[config.mk]
export PLATFORM = sky130hd
export DESIGN_NAME = instr_fetch_top
export DESIGN_NICKNAME = d
export VERILOG_FILES = /design/src/fetch_pkg.sv /design/src/instr_fetch_top.sv /design/src/fetch_pc_gen.sv /design/src/prefetch_buffer.sv /design/src/fetch_fifo.sv
export VERILOG_INCLUDE_DIRS = /design/src /design/src/include
export SDC_FILE = /design/constraint.sdc
export NUM_CORES = 1
export LEC_CHECK = 0
export ABC_CLOCK_PERIOD_IN_PS = 5600
export BUFFER_PORTS_ARGS = -buffer_cell sky130_fd_sc_hd__buf_2
export CAP_MARGIN = 20
export CORE_MARGIN = 1
export CORE_UTILIZATION = 30
export CTS_CLUSTER_DIAMETER = 80
export DETAILED_ROUTE_END_ITERATION = 8
export GPL_TIMING_DRIVEN = 0
export PLACE_DENSITY_LB_ADDON = 0.05
export SLEW_MARGIN = 0
export SYNTH_ARGS = -nofsm -noshare
export SYNTH_HDL_FRONTEND = slang
export SYNTH_SLANG_ARGS = --single-unit
[constraint.sdc]
create_clock -name clk_i -period 5.6 [get_ports clk_i]
set_clock_uncertainty 0.05 [all_clocks]
set_input_delay 0.56 -clock clk_i [delete_from_list [all_inputs] [get_ports clk_i]]
set_output_delay 0.56 -clock clk_i [all_outputs]
set_load 0.02 [all_outputs]
[src/include/fetch_consts.svh]
/*
  Width and depth constants for the instruction fetch front end.
  Included by the fetch package and by every fetch RTL module.
*/
`ifndef FETCH_CONSTS_SVH
`define FETCH_CONSTS_SVH

// instruction address width in bits
`define FETCH_ADDR_W 64

// instruction word width in bits
`define FETCH_DATA_W 32

// redirect epoch width carried in each fetch tag
`define FETCH_EPOCH_W 2

// fetch FIFO entries, power of two and at least 2
`define FETCH_FIFO_DEPTH 4

`endif
[src/fetch_pkg.sv]
/*
  Shared types of the instruction fetch front end.
  Holds the per-word fetch tag and the prefetch FSM state encoding.
*/
`include "fetch_consts.svh"

package fetch_pkg;

  // --------------------
  // fetch tag
  // --------------------

  // travels with every fetched word from the PC generator to decode
  typedef struct packed {
    // redirect epoch the word was requested under
    logic [`FETCH_EPOCH_W-1:0] epoch;
    // first fetch after a redirect or after reset
    logic                      first;
  } fetch_tag_t;

  // --------------------
  // prefetch FSM
  // --------------------

  // IDLE          no request outstanding
  // WAIT_GNT      request up, grant not yet seen
  // WAIT_RVALID   granted, response will be written
  // WAIT_ABORTED  granted, response will be dropped
  typedef enum logic [1:0] {
    IDLE,
    WAIT_GNT,
    WAIT_RVALID,
    WAIT_ABORTED
  } fetch_state_e;

endpackage

[src/instr_fetch_top.sv]
/*
  Instruction fetch front end top level.
  Connects the PC generator, the prefetch buffer and the fetch FIFO.
*/
`timescale 1ns/1ps
`include "fetch_consts.svh"

module instr_fetch_top (
  input  logic                      clk_i,
  input  logic                      rst_ni,
  input  logic                      fetch_en_i,
  input  logic                      redirect_i,
  input  logic [`FETCH_ADDR_W-1:0]  redirect_addr_i,

  // decode side
  input  logic                      ready_i,
  output logic                      valid_o,
  output logic [`FETCH_ADDR_W-1:0]  addr_o,
  output logic [`FETCH_DATA_W-1:0]  rdata_o,
  output fetch_pkg::fetch_tag_t     tag_o,
  output logic                      busy_o,

  // instruction memory
  output logic                      instr_req_o,
  output logic [`FETCH_ADDR_W-1:0]  instr_addr_o,
  input  logic                      instr_gnt_i,
  input  logic [`FETCH_DATA_W-1:0]  instr_rdata_i,
  input  logic                      instr_rvalid_i
);

  // PC generator to prefetch buffer
  logic [`FETCH_ADDR_W-1:0]  fetch_addr;
  fetch_pkg::fetch_tag_t     fetch_tag;
  logic                      addr_taken;

  // prefetch buffer to FIFO
  logic                      fifo_valid;
  logic                      fifo_ready;
  logic [`FETCH_ADDR_W-1:0]  fifo_addr;
  logic [`FETCH_DATA_W-1:0]  fifo_rdata;
  fetch_pkg::fetch_tag_t     fifo_tag;

  fetch_pc_gen u_pc_gen (
    .clk_i           (clk_i),
    .rst_ni          (rst_ni),
    .redirect_i      (redirect_i),
    .redirect_addr_i (redirect_addr_i),
    .addr_taken_i    (addr_taken),
    .fetch_addr_o    (fetch_addr),
    .fetch_tag_o     (fetch_tag)
  );

  // fetch enable is the valid level of the next address
  prefetch_buffer u_prefetch (
    .clk_i          (clk_i),
    .rst_ni         (rst_ni),
    .flush_i        (redirect_i),
    .fetch_valid_i  (fetch_en_i),
    .fetch_addr_i   (fetch_addr),
    .fetch_tag_i    (fetch_tag),
    .addr_taken_o   (addr_taken),
    .fifo_ready_i   (fifo_ready),
    .fifo_valid_o   (fifo_valid),
    .fifo_addr_o    (fifo_addr),
    .fifo_rdata_o   (fifo_rdata),
    .fifo_tag_o     (fifo_tag),
    .instr_req_o    (instr_req_o),
    .instr_addr_o   (instr_addr_o),
    .instr_gnt_i    (instr_gnt_i),
    .instr_rdata_i  (instr_rdata_i),
    .instr_rvalid_i (instr_rvalid_i),
    .busy_o         (busy_o)
  );

  fetch_fifo u_fifo (
    .clk_i       (clk_i),
    .rst_ni      (rst_ni),
    .clear_i     (redirect_i),
    .in_valid_i  (fifo_valid),
    .in_addr_i   (fifo_addr),
    .in_rdata_i  (fifo_rdata),
    .in_tag_i    (fifo_tag),
    .in_ready_o  (fifo_ready),
    .out_valid_o (valid_o),
    .out_ready_i (ready_i),
    .out_addr_o  (addr_o),
    .out_rdata_o (rdata_o),
    .out_tag_o   (tag_o)
  );

endmodule

[src/fetch_pc_gen.sv]
/*
  Fetch address and redirect epoch generator.
  Advances by one word per accepted request and reloads on a redirect.
*/
`timescale 1ns/1ps
`include "fetch_consts.svh"

module fetch_pc_gen (
  input  logic                      clk_i,
  input  logic                      rst_ni,
  input  logic                      redirect_i,
  input  logic [`FETCH_ADDR_W-1:0]  redirect_addr_i,
  input  logic                      addr_taken_i,
  output logic [`FETCH_ADDR_W-1:0]  fetch_addr_o,
  output fetch_pkg::fetch_tag_t     fetch_tag_o
);

  // one 32-bit instruction per fetch
  localparam logic [`FETCH_ADDR_W-1:0] INSTR_BYTES = 4;

  logic [`FETCH_ADDR_W-1:0]  pc_q;
  logic [`FETCH_EPOCH_W-1:0] epoch_q;
  // next fetch is the first of its epoch
  logic                      first_q;

  // --------------------
  // address and epoch
  // --------------------

  always_ff @(posedge clk_i or negedge rst_ni) begin
    if (!rst_ni) begin
      pc_q    <= '0;
      epoch_q <= '0;
      first_q <= 1'b1;
    end else if (redirect_i) begin
      // redirect wins over a taken address
      pc_q    <= redirect_addr_i;
      epoch_q <= epoch_q + 1'b1;
      first_q <= 1'b1;
    end else if (addr_taken_i) begin
      pc_q    <= pc_q + INSTR_BYTES;
      first_q <= 1'b0;
    end
  end

  assign fetch_addr_o      = pc_q;
  assign fetch_tag_o.epoch = epoch_q;
  assign fetch_tag_o.first = first_q;

endmodule

[src/prefetch_buffer.sv]
/*
  Instruction memory request FSM with one request outstanding at a time.
  Latches the fetch address and tag at request start, writes responses into the
  fetch FIFO and drops responses that belong to a flushed epoch.
*/
`timescale 1ns/1ps
`include "fetch_consts.svh"

module prefetch_buffer (
  input  logic                      clk_i,
  input  logic                      rst_ni,
  input  logic                      flush_i,

  // next fetch address from the PC generator
  input  logic                      fetch_valid_i,
  input  logic [`FETCH_ADDR_W-1:0]  fetch_addr_i,
  input  fetch_pkg::fetch_tag_t     fetch_tag_i,
  output logic                      addr_taken_o,

  // write side of the fetch FIFO
  input  logic                      fifo_ready_i,
  output logic                      fifo_valid_o,
  output logic [`FETCH_ADDR_W-1:0]  fifo_addr_o,
  output logic [`FETCH_DATA_W-1:0]  fifo_rdata_o,
  output fetch_pkg::fetch_tag_t     fifo_tag_o,

  // instruction memory port
  output logic                      instr_req_o,
  output logic [`FETCH_ADDR_W-1:0]  instr_addr_o,
  input  logic                      instr_gnt_i,
  input  logic [`FETCH_DATA_W-1:0]  instr_rdata_i,
  input  logic                      instr_rvalid_i,

  output logic                      busy_o
);

  fetch_pkg::fetch_state_e state_q;
  fetch_pkg::fetch_state_e state_d;

  // flush seen while the request still waits for its grant
  logic abort_q;
  logic abort_d;

  // address and tag of the request in flight
  logic [`FETCH_ADDR_W-1:0] addr_q;
  fetch_pkg::fetch_tag_t    tag_q;

  // --------------------
  // status
  // --------------------

  // stalled on the grant, or no room for another word
  assign busy_o = (state_q == fetch_pkg::WAIT_GNT) || !fifo_ready_i;

  // the response belongs to the latched request
  assign fifo_addr_o  = addr_q;
  assign fifo_tag_o   = tag_q;
  assign fifo_rdata_o = instr_rdata_i;

  // --------------------
  // request FSM
  // --------------------

  always_comb begin
    state_d      = state_q;
    abort_d      = abort_q;
    instr_req_o  = 1'b0;
    instr_addr_o = fetch_addr_i;
    addr_taken_o = 1'b0;
    fifo_valid_o = 1'b0;

    unique case (state_q)
      fetch_pkg::IDLE: begin
        // new request only with a free FIFO slot, so the response always fits
        // nothing is issued while the PC is being reloaded
        if (fetch_valid_i && fifo_ready_i && !flush_i) begin
          instr_req_o  = 1'b1;
          addr_taken_o = 1'b1;
          if (instr_gnt_i) begin
            state_d = fetch_pkg::WAIT_RVALID;
          end else begin
            state_d = fetch_pkg::WAIT_GNT;
          end
        end
      end

      fetch_pkg::WAIT_GNT: begin
        // request must stay up on the latched address until granted
        instr_req_o  = 1'b1;
        instr_addr_o = addr_q;
        if (instr_gnt_i) begin
          abort_d = 1'b0;
          // a flush now or earlier kills the coming response
          if (flush_i || abort_q) begin
            state_d = fetch_pkg::WAIT_ABORTED;
          end else begin
            state_d = fetch_pkg::WAIT_RVALID;
          end
        end else if (flush_i) begin
          abort_d = 1'b1;
        end
      end

      fetch_pkg::WAIT_RVALID: begin
        if (instr_rvalid_i) begin
          // data arriving together with a flush is stale
          fifo_valid_o = !flush_i;
          state_d      = fetch_pkg::IDLE;
        end else if (flush_i) begin
          state_d = fetch_pkg::WAIT_ABORTED;
        end
      end

      fetch_pkg::WAIT_ABORTED: begin
        // swallow the old response, then fetch again
        if (instr_rvalid_i) begin
          state_d = fetch_pkg::IDLE;
        end
      end

      default: begin
        state_d = fetch_pkg::IDLE;
      end
    endcase
  end

  // --------------------
  // registers
  // --------------------

  always_ff @(posedge clk_i or negedge rst_ni) begin
    if (!rst_ni) begin
      state_q <= fetch_pkg::IDLE;
      abort_q <= 1'b0;
    end else begin
      state_q <= state_d;
      abort_q <= abort_d;
    end
  end

  // capture address and tag when a request starts
  always_ff @(posedge clk_i) begin
    if (addr_taken_o) begin
      addr_q <= fetch_addr_i;
      tag_q  <= fetch_tag_i;
    end
  end

  // --------------------
  // assertions
  // --------------------

  // request and address hold until granted
  a_req_stable: assert property (
    @(posedge clk_i) disable iff (!rst_ni)
    (instr_req_o && !instr_gnt_i) |=> (instr_req_o && $stable(instr_addr_o))
  ) else $error("request dropped or address changed before grant");

  // every response must match a granted request
  a_no_rvalid_idle: assert property (
    @(posedge clk_i) disable iff (!rst_ni)
    (state_q == fetch_pkg::IDLE) |-> !instr_rvalid_i
  ) else $error("rvalid without an outstanding request");

  // a written word always carries the epoch the PC generator is in now
  a_write_current_epoch: assert property (
    @(posedge clk_i) disable iff (!rst_ni)
    fifo_valid_o |-> (fifo_tag_o.epoch == fetch_tag_i.epoch)
  ) else $error("word from an old epoch written into the FIFO");

endmodule

[src/fetch_fifo.sv]
/*
  Fetch FIFO between the instruction memory and the decode stage.
  Stores address, instruction word and fetch tag; clear_i empties it on a redirect.
*/
`timescale 1ns/1ps
`include "fetch_consts.svh"

module fetch_fifo (
  input  logic                      clk_i,
  input  logic                      rst_ni,
  input  logic                      clear_i,

  // write side, from the prefetch buffer
  input  logic                      in_valid_i,
  input  logic [`FETCH_ADDR_W-1:0]  in_addr_i,
  input  logic [`FETCH_DATA_W-1:0]  in_rdata_i,
  input  fetch_pkg::fetch_tag_t     in_tag_i,
  output logic                      in_ready_o,

  // read side, towards decode
  output logic                      out_valid_o,
  input  logic                      out_ready_i,
  output logic [`FETCH_ADDR_W-1:0]  out_addr_o,
  output logic [`FETCH_DATA_W-1:0]  out_rdata_o,
  output fetch_pkg::fetch_tag_t     out_tag_o
);

  localparam int unsigned DEPTH = `FETCH_FIFO_DEPTH;
  localparam int unsigned PTR_W = $clog2(DEPTH);

  // --------------------
  // storage
  // --------------------

  // payload of each entry
  logic [`FETCH_ADDR_W-1:0]  addr_mem  [DEPTH];
  logic [`FETCH_DATA_W-1:0]  rdata_mem [DEPTH];
  fetch_pkg::fetch_tag_t     tag_mem   [DEPTH];

  // pointers wrap naturally since depth is a power of two
  logic [PTR_W-1:0] wr_ptr_q;
  logic [PTR_W-1:0] rd_ptr_q;
  // one extra bit so that full can be told from empty
  logic [PTR_W:0]   count_q;

  logic push;
  logic pop;

  // --------------------
  // status and handshake
  // --------------------

  assign in_ready_o  = (count_q != DEPTH[PTR_W:0]);
  assign out_valid_o = (count_q != '0);

  // a write or a read on a clear cycle is dropped
  assign push = in_valid_i && in_ready_o && !clear_i;
  assign pop  = out_valid_o && out_ready_i && !clear_i;

  // head entry straight from the array, stable until popped
  assign out_addr_o  = addr_mem[rd_ptr_q];
  assign out_rdata_o = rdata_mem[rd_ptr_q];
  assign out_tag_o   = tag_mem[rd_ptr_q];

  // --------------------
  // pointers and count
  // --------------------

  always_ff @(posedge clk_i or negedge rst_ni) begin
    if (!rst_ni) begin
      wr_ptr_q <= '0;
      rd_ptr_q <= '0;
      count_q  <= '0;
    end else if (clear_i) begin
      // redirect flushes everything
      wr_ptr_q <= '0;
      rd_ptr_q <= '0;
      count_q  <= '0;
    end else begin
      if (push) begin
        wr_ptr_q <= wr_ptr_q + 1'b1;
      end
      if (pop) begin
        rd_ptr_q <= rd_ptr_q + 1'b1;
      end
      // simultaneous push and pop leaves the count unchanged
      if (push && !pop) begin
        count_q <= count_q + 1'b1;
      end else if (pop && !push) begin
        count_q <= count_q - 1'b1;
      end
    end
  end

  // write port of the storage
  always_ff @(posedge clk_i) begin
    if (push) begin
      addr_mem[wr_ptr_q]  <= in_addr_i;
      rdata_mem[wr_ptr_q] <= in_rdata_i;
      tag_mem[wr_ptr_q]   <= in_tag_i;
    end
  end

  // --------------------
  // assertions
  // --------------------

  // the prefetch buffer only requests with a free slot, so a full write is a bug upstream
  a_no_write_full: assert property (
    @(posedge clk_i) disable iff (!rst_ni)
    in_valid_i |-> in_ready_o
  ) else $error("fetch FIFO written while full");

  // decode must never see a stale word after a redirect
  a_empty_after_clear: assert property (
    @(posedge clk_i) disable iff (!rst_ni)
    clear_i |=> !out_valid_o
  ) else $error("fetch FIFO not empty on the cycle after a clear");

endmodule

==> impl_metrics.py <==
metrics = {
    "power_and_ir_drop": {
        "fin_total_pwr_mw": 11.47,
        "ir_drop_v": 0.0002287,
        "p_leak_nw": 8.780,
        "p_per_area_nw_per_um2": 438.5,
    },
    "min_path": {
        "hp-class": "primary input to flop",
    },
    "timing": {
        "fmax_mhz": 263.6,
        "final.setup.tns_ps": 0,
        "holdWs_ps": 101.6,
        "worst_slack_ps": 1806,
        "hold_violations": 0,
        "slew_viol_final": 0,
        "rsz0062_at_grt": "false",
        "tightest_slew_ps": 1044,
        "fin_crit_ps": 3794,
        "maxSlewHeadroom_pct": 29.74,
        "setup_violations": 0,
        "min_period_over_period_pct": 67.75,
    },
    "yosys": {
        "synth_cells": 1162,
        "yosysTopAreaCell": "edfxtp_1",
        "ys_types": 47,
        "syn_avg_cell_area_sq_um": 18.42,
        "yosys_register_bits": 540,
        "synthDominantCellAreaShare_pct": 64.94,
        "ys_seq_area_share_pct": 73.95,
        "synth_most_common_cell": "edfxtp_1",
        "synth_area_sq_um": 21410,
        "yosys_warnings": 0,
        "yosys-top-cells-count": "edfxtp_1 (463), mux4_2 (99), dfrtp_1 (76), nand2_1 (70), mux2_2 (65)",
        "synthFlopType": "edfxtp_1",
        "netlist_top_cells_area": "edfxtp_1 (65%), mux4_2 (10%), dfrtp_1 (8.9%)",
        "synth_fp_nets": 1271,
        "async_flop_share_pct": 14.26,
        "synth_edf_count": 463,
    },
    "floorplan": {
        "die_y_microns": 269.1,
        "rows": 97,
        "die_area_sq_um": 72430,
        "core_sq_um": 70270,
        "ios": 269,
        "dieWidth_microns": 269.1,
        "initial_core_util_pct": 30.46,
    },
    "worst_setup_path": {
        "path_delay_family": "buffers and inverters",
        "required_ps": 4990,
        "crit_chain": "clkbuf_1, buf_8, buf_1, mux4_2, buf_2",
        "crit_path_start_kind": "flop",
        "arrival_ps": 3180,
        "crit_fanout": 10,
        "critPathSlowestCell": "buf_1",
        "cp-end-kind": "output port",
        "critical_path_buf_inv_count": 4,
        "crit_path_max_incr_delay_ps": 760,
        "crit_type": "flop to output port",
    },
    "route": {
        "drc": 0,
        "drt-initial-drc-count": 727,
        "viasPerCell": 4.791,
        "routed_wl_mm": 60.45,
        "num_vias": 11968,
        "first_pass_iters": 4,
        "wire_per_inst_microns": 24.20,
        "ant_nets": 0,
    },
    "status": {
        "outcome": "finished, final reports clean",
    },
    "placed_design": {
        "hpwl_mm": 40.76,
        "dpl_worst_slack_ps": 2307,
        "placed_cells": 2384,
        "place_area_sq_um": 24280,
        "numPortBuffers": 267,
        "place_congestion": 0.7311,
    },
    "cells_and_area": {
        "utilization_pct": 37.22,
        "fin_area_sq_um": 26160,
        "fin_cells": 2498,
        "drive_above_1_share_pct": 34.98,
        "area_delta_synth_final_pct": 22.17,
        "fin_nets": 1618,
        "insertedDiodeCount": 0,
    },
    "global_route": {
        "grt_max_degree": 45,
        "grt_pass1_wl_mm": 88.67,
        "antenna_found_initial": 18,
        "grt_overflow_total": 0,
        "grt_usage_pct": 16.63,
        "first_global_vias": 12514,
    },
    "cts": {
        "clock-sinks": 540,
        "clk_pin_slew_ps": 60,
        "clk_latency_ps": 620,
        "cts_tree": "done",
        "cts_buffer_depth": 3,
        "cts_buffers": 59,
        "ctsHtreeMaxLevel": 2,
        "root_buffer": "clkbuf_16",
    },
    "job": {
        "cap_violations": 0,
    },
}
-- final cells by class --
type	count	area, sq um
fill	6688	44120
tap	940	1176
sequential	540	15830
clock buffer	72	1546
clock inverter	38	285.3
timing repair buffer	286	1717
buffer	54	206.4
inverter	14	55.05
multi-input combinational	554	5338
-- routing by layer --
layer	up-vias	wire, microns	GRT usage [%]
met3	96	3811	4.934
met5	-	206	0
met2	259	29480	27.28
met1	6183	25900	21.51
li1	5396	-	-
met4	34	1048	4.120
-- report_power, final --
part           total [mW]  internal, mW  switching (mW)  leakage [nW]
registers            4.84          4.65           0.198          5.09
clock network        3.73          2.13            1.60         0.901
logic                2.89          1.16            1.73          2.79
-- worst paths after layout --
kind                                      startpoint                        end  slack [ps]  cells past startpoint
min in group asynchronous                     rst_ni  u_pc_gen.fetch_addr_o[35]         440                      2
max in group asynchronous                     rst_ni   u_pc_gen.fetch_addr_o[4]        4400                      3
min reg2reg                         u_pc_gen.first_q           u_pc_gen.first_q         410                      2
min                              redirect_addr_i[48]  u_pc_gen.fetch_addr_o[48]         100                      3
max reg2reg                u_pc_gen.fetch_addr_o[33]  u_pc_gen.fetch_addr_o[51]        2410                      5
max                               u_fifo.rd_ptr_q[0]                rdata_o[28]        1810                      5
-- worst min-delay path, cell delays in order --
cell	delay [ps]
buf_2	80
nand2_1	40
o21ai_0	60
-- kinds of logic after synthesis --
kind of cell | Yosys count | synth area share (%)
compound gates | 96 | 2.630
xor+xnor | 44 | 1.800
fa+ha+maj | 6 | 0.3857
buf+inv | 68 | 1.210
flops | 540 | 73.95
mux | 165 | 13.88
simple gates | 243 | 6.143
-- cell usage in the layout (no fill, tap or decap), drive strengths merged, types with 6 or more instances in the layout --
cell,synthesis,routed
o31ai,8,8
o21ai,50,50
clkbuf,38,110
nand2,70,70
nor2,36,36
xnor2,25,25
edfxtp,463,463
or4,14,14
nor3,10,10
buf,16,301
inv,14,15
clkinv,0,32
mux4,99,99
or3,12,12
a31oi,20,20
nand3,19,19
xor2,19,19
and3,14,14
mux2,65,65
dfrtp,76,76
nand4,32,32
nor4,14,14
and4,6,6
-- sequential cells by signal, summed over array words and instances (netlist names) --
name                    flops
u_fifo.rdata_mem          128
u_fifo.count_q              3
u_prefetch.fifo_tag_o       3
u_fifo.addr_mem           256
u_pc_gen.first_q            1
u_fifo.rd_ptr_q             2
u_pc_gen.epoch_q            2
u_prefetch.fifo_addr_o     64
u_fifo.tag_mem             12
u_prefetch.state_q          2
u_pc_gen.fetch_addr_o      64
u_prefetch.abort_q          1
u_fifo.wr_ptr_q             2
-- repair_timing --
action                                 CTS  global route
hold buffers                             1             0
endpoints found under the hold margin   38             0
gates resized for setup                  0             0
setup buffers                            0             0
Note: power is estimated with default switching activity, not from simulation.
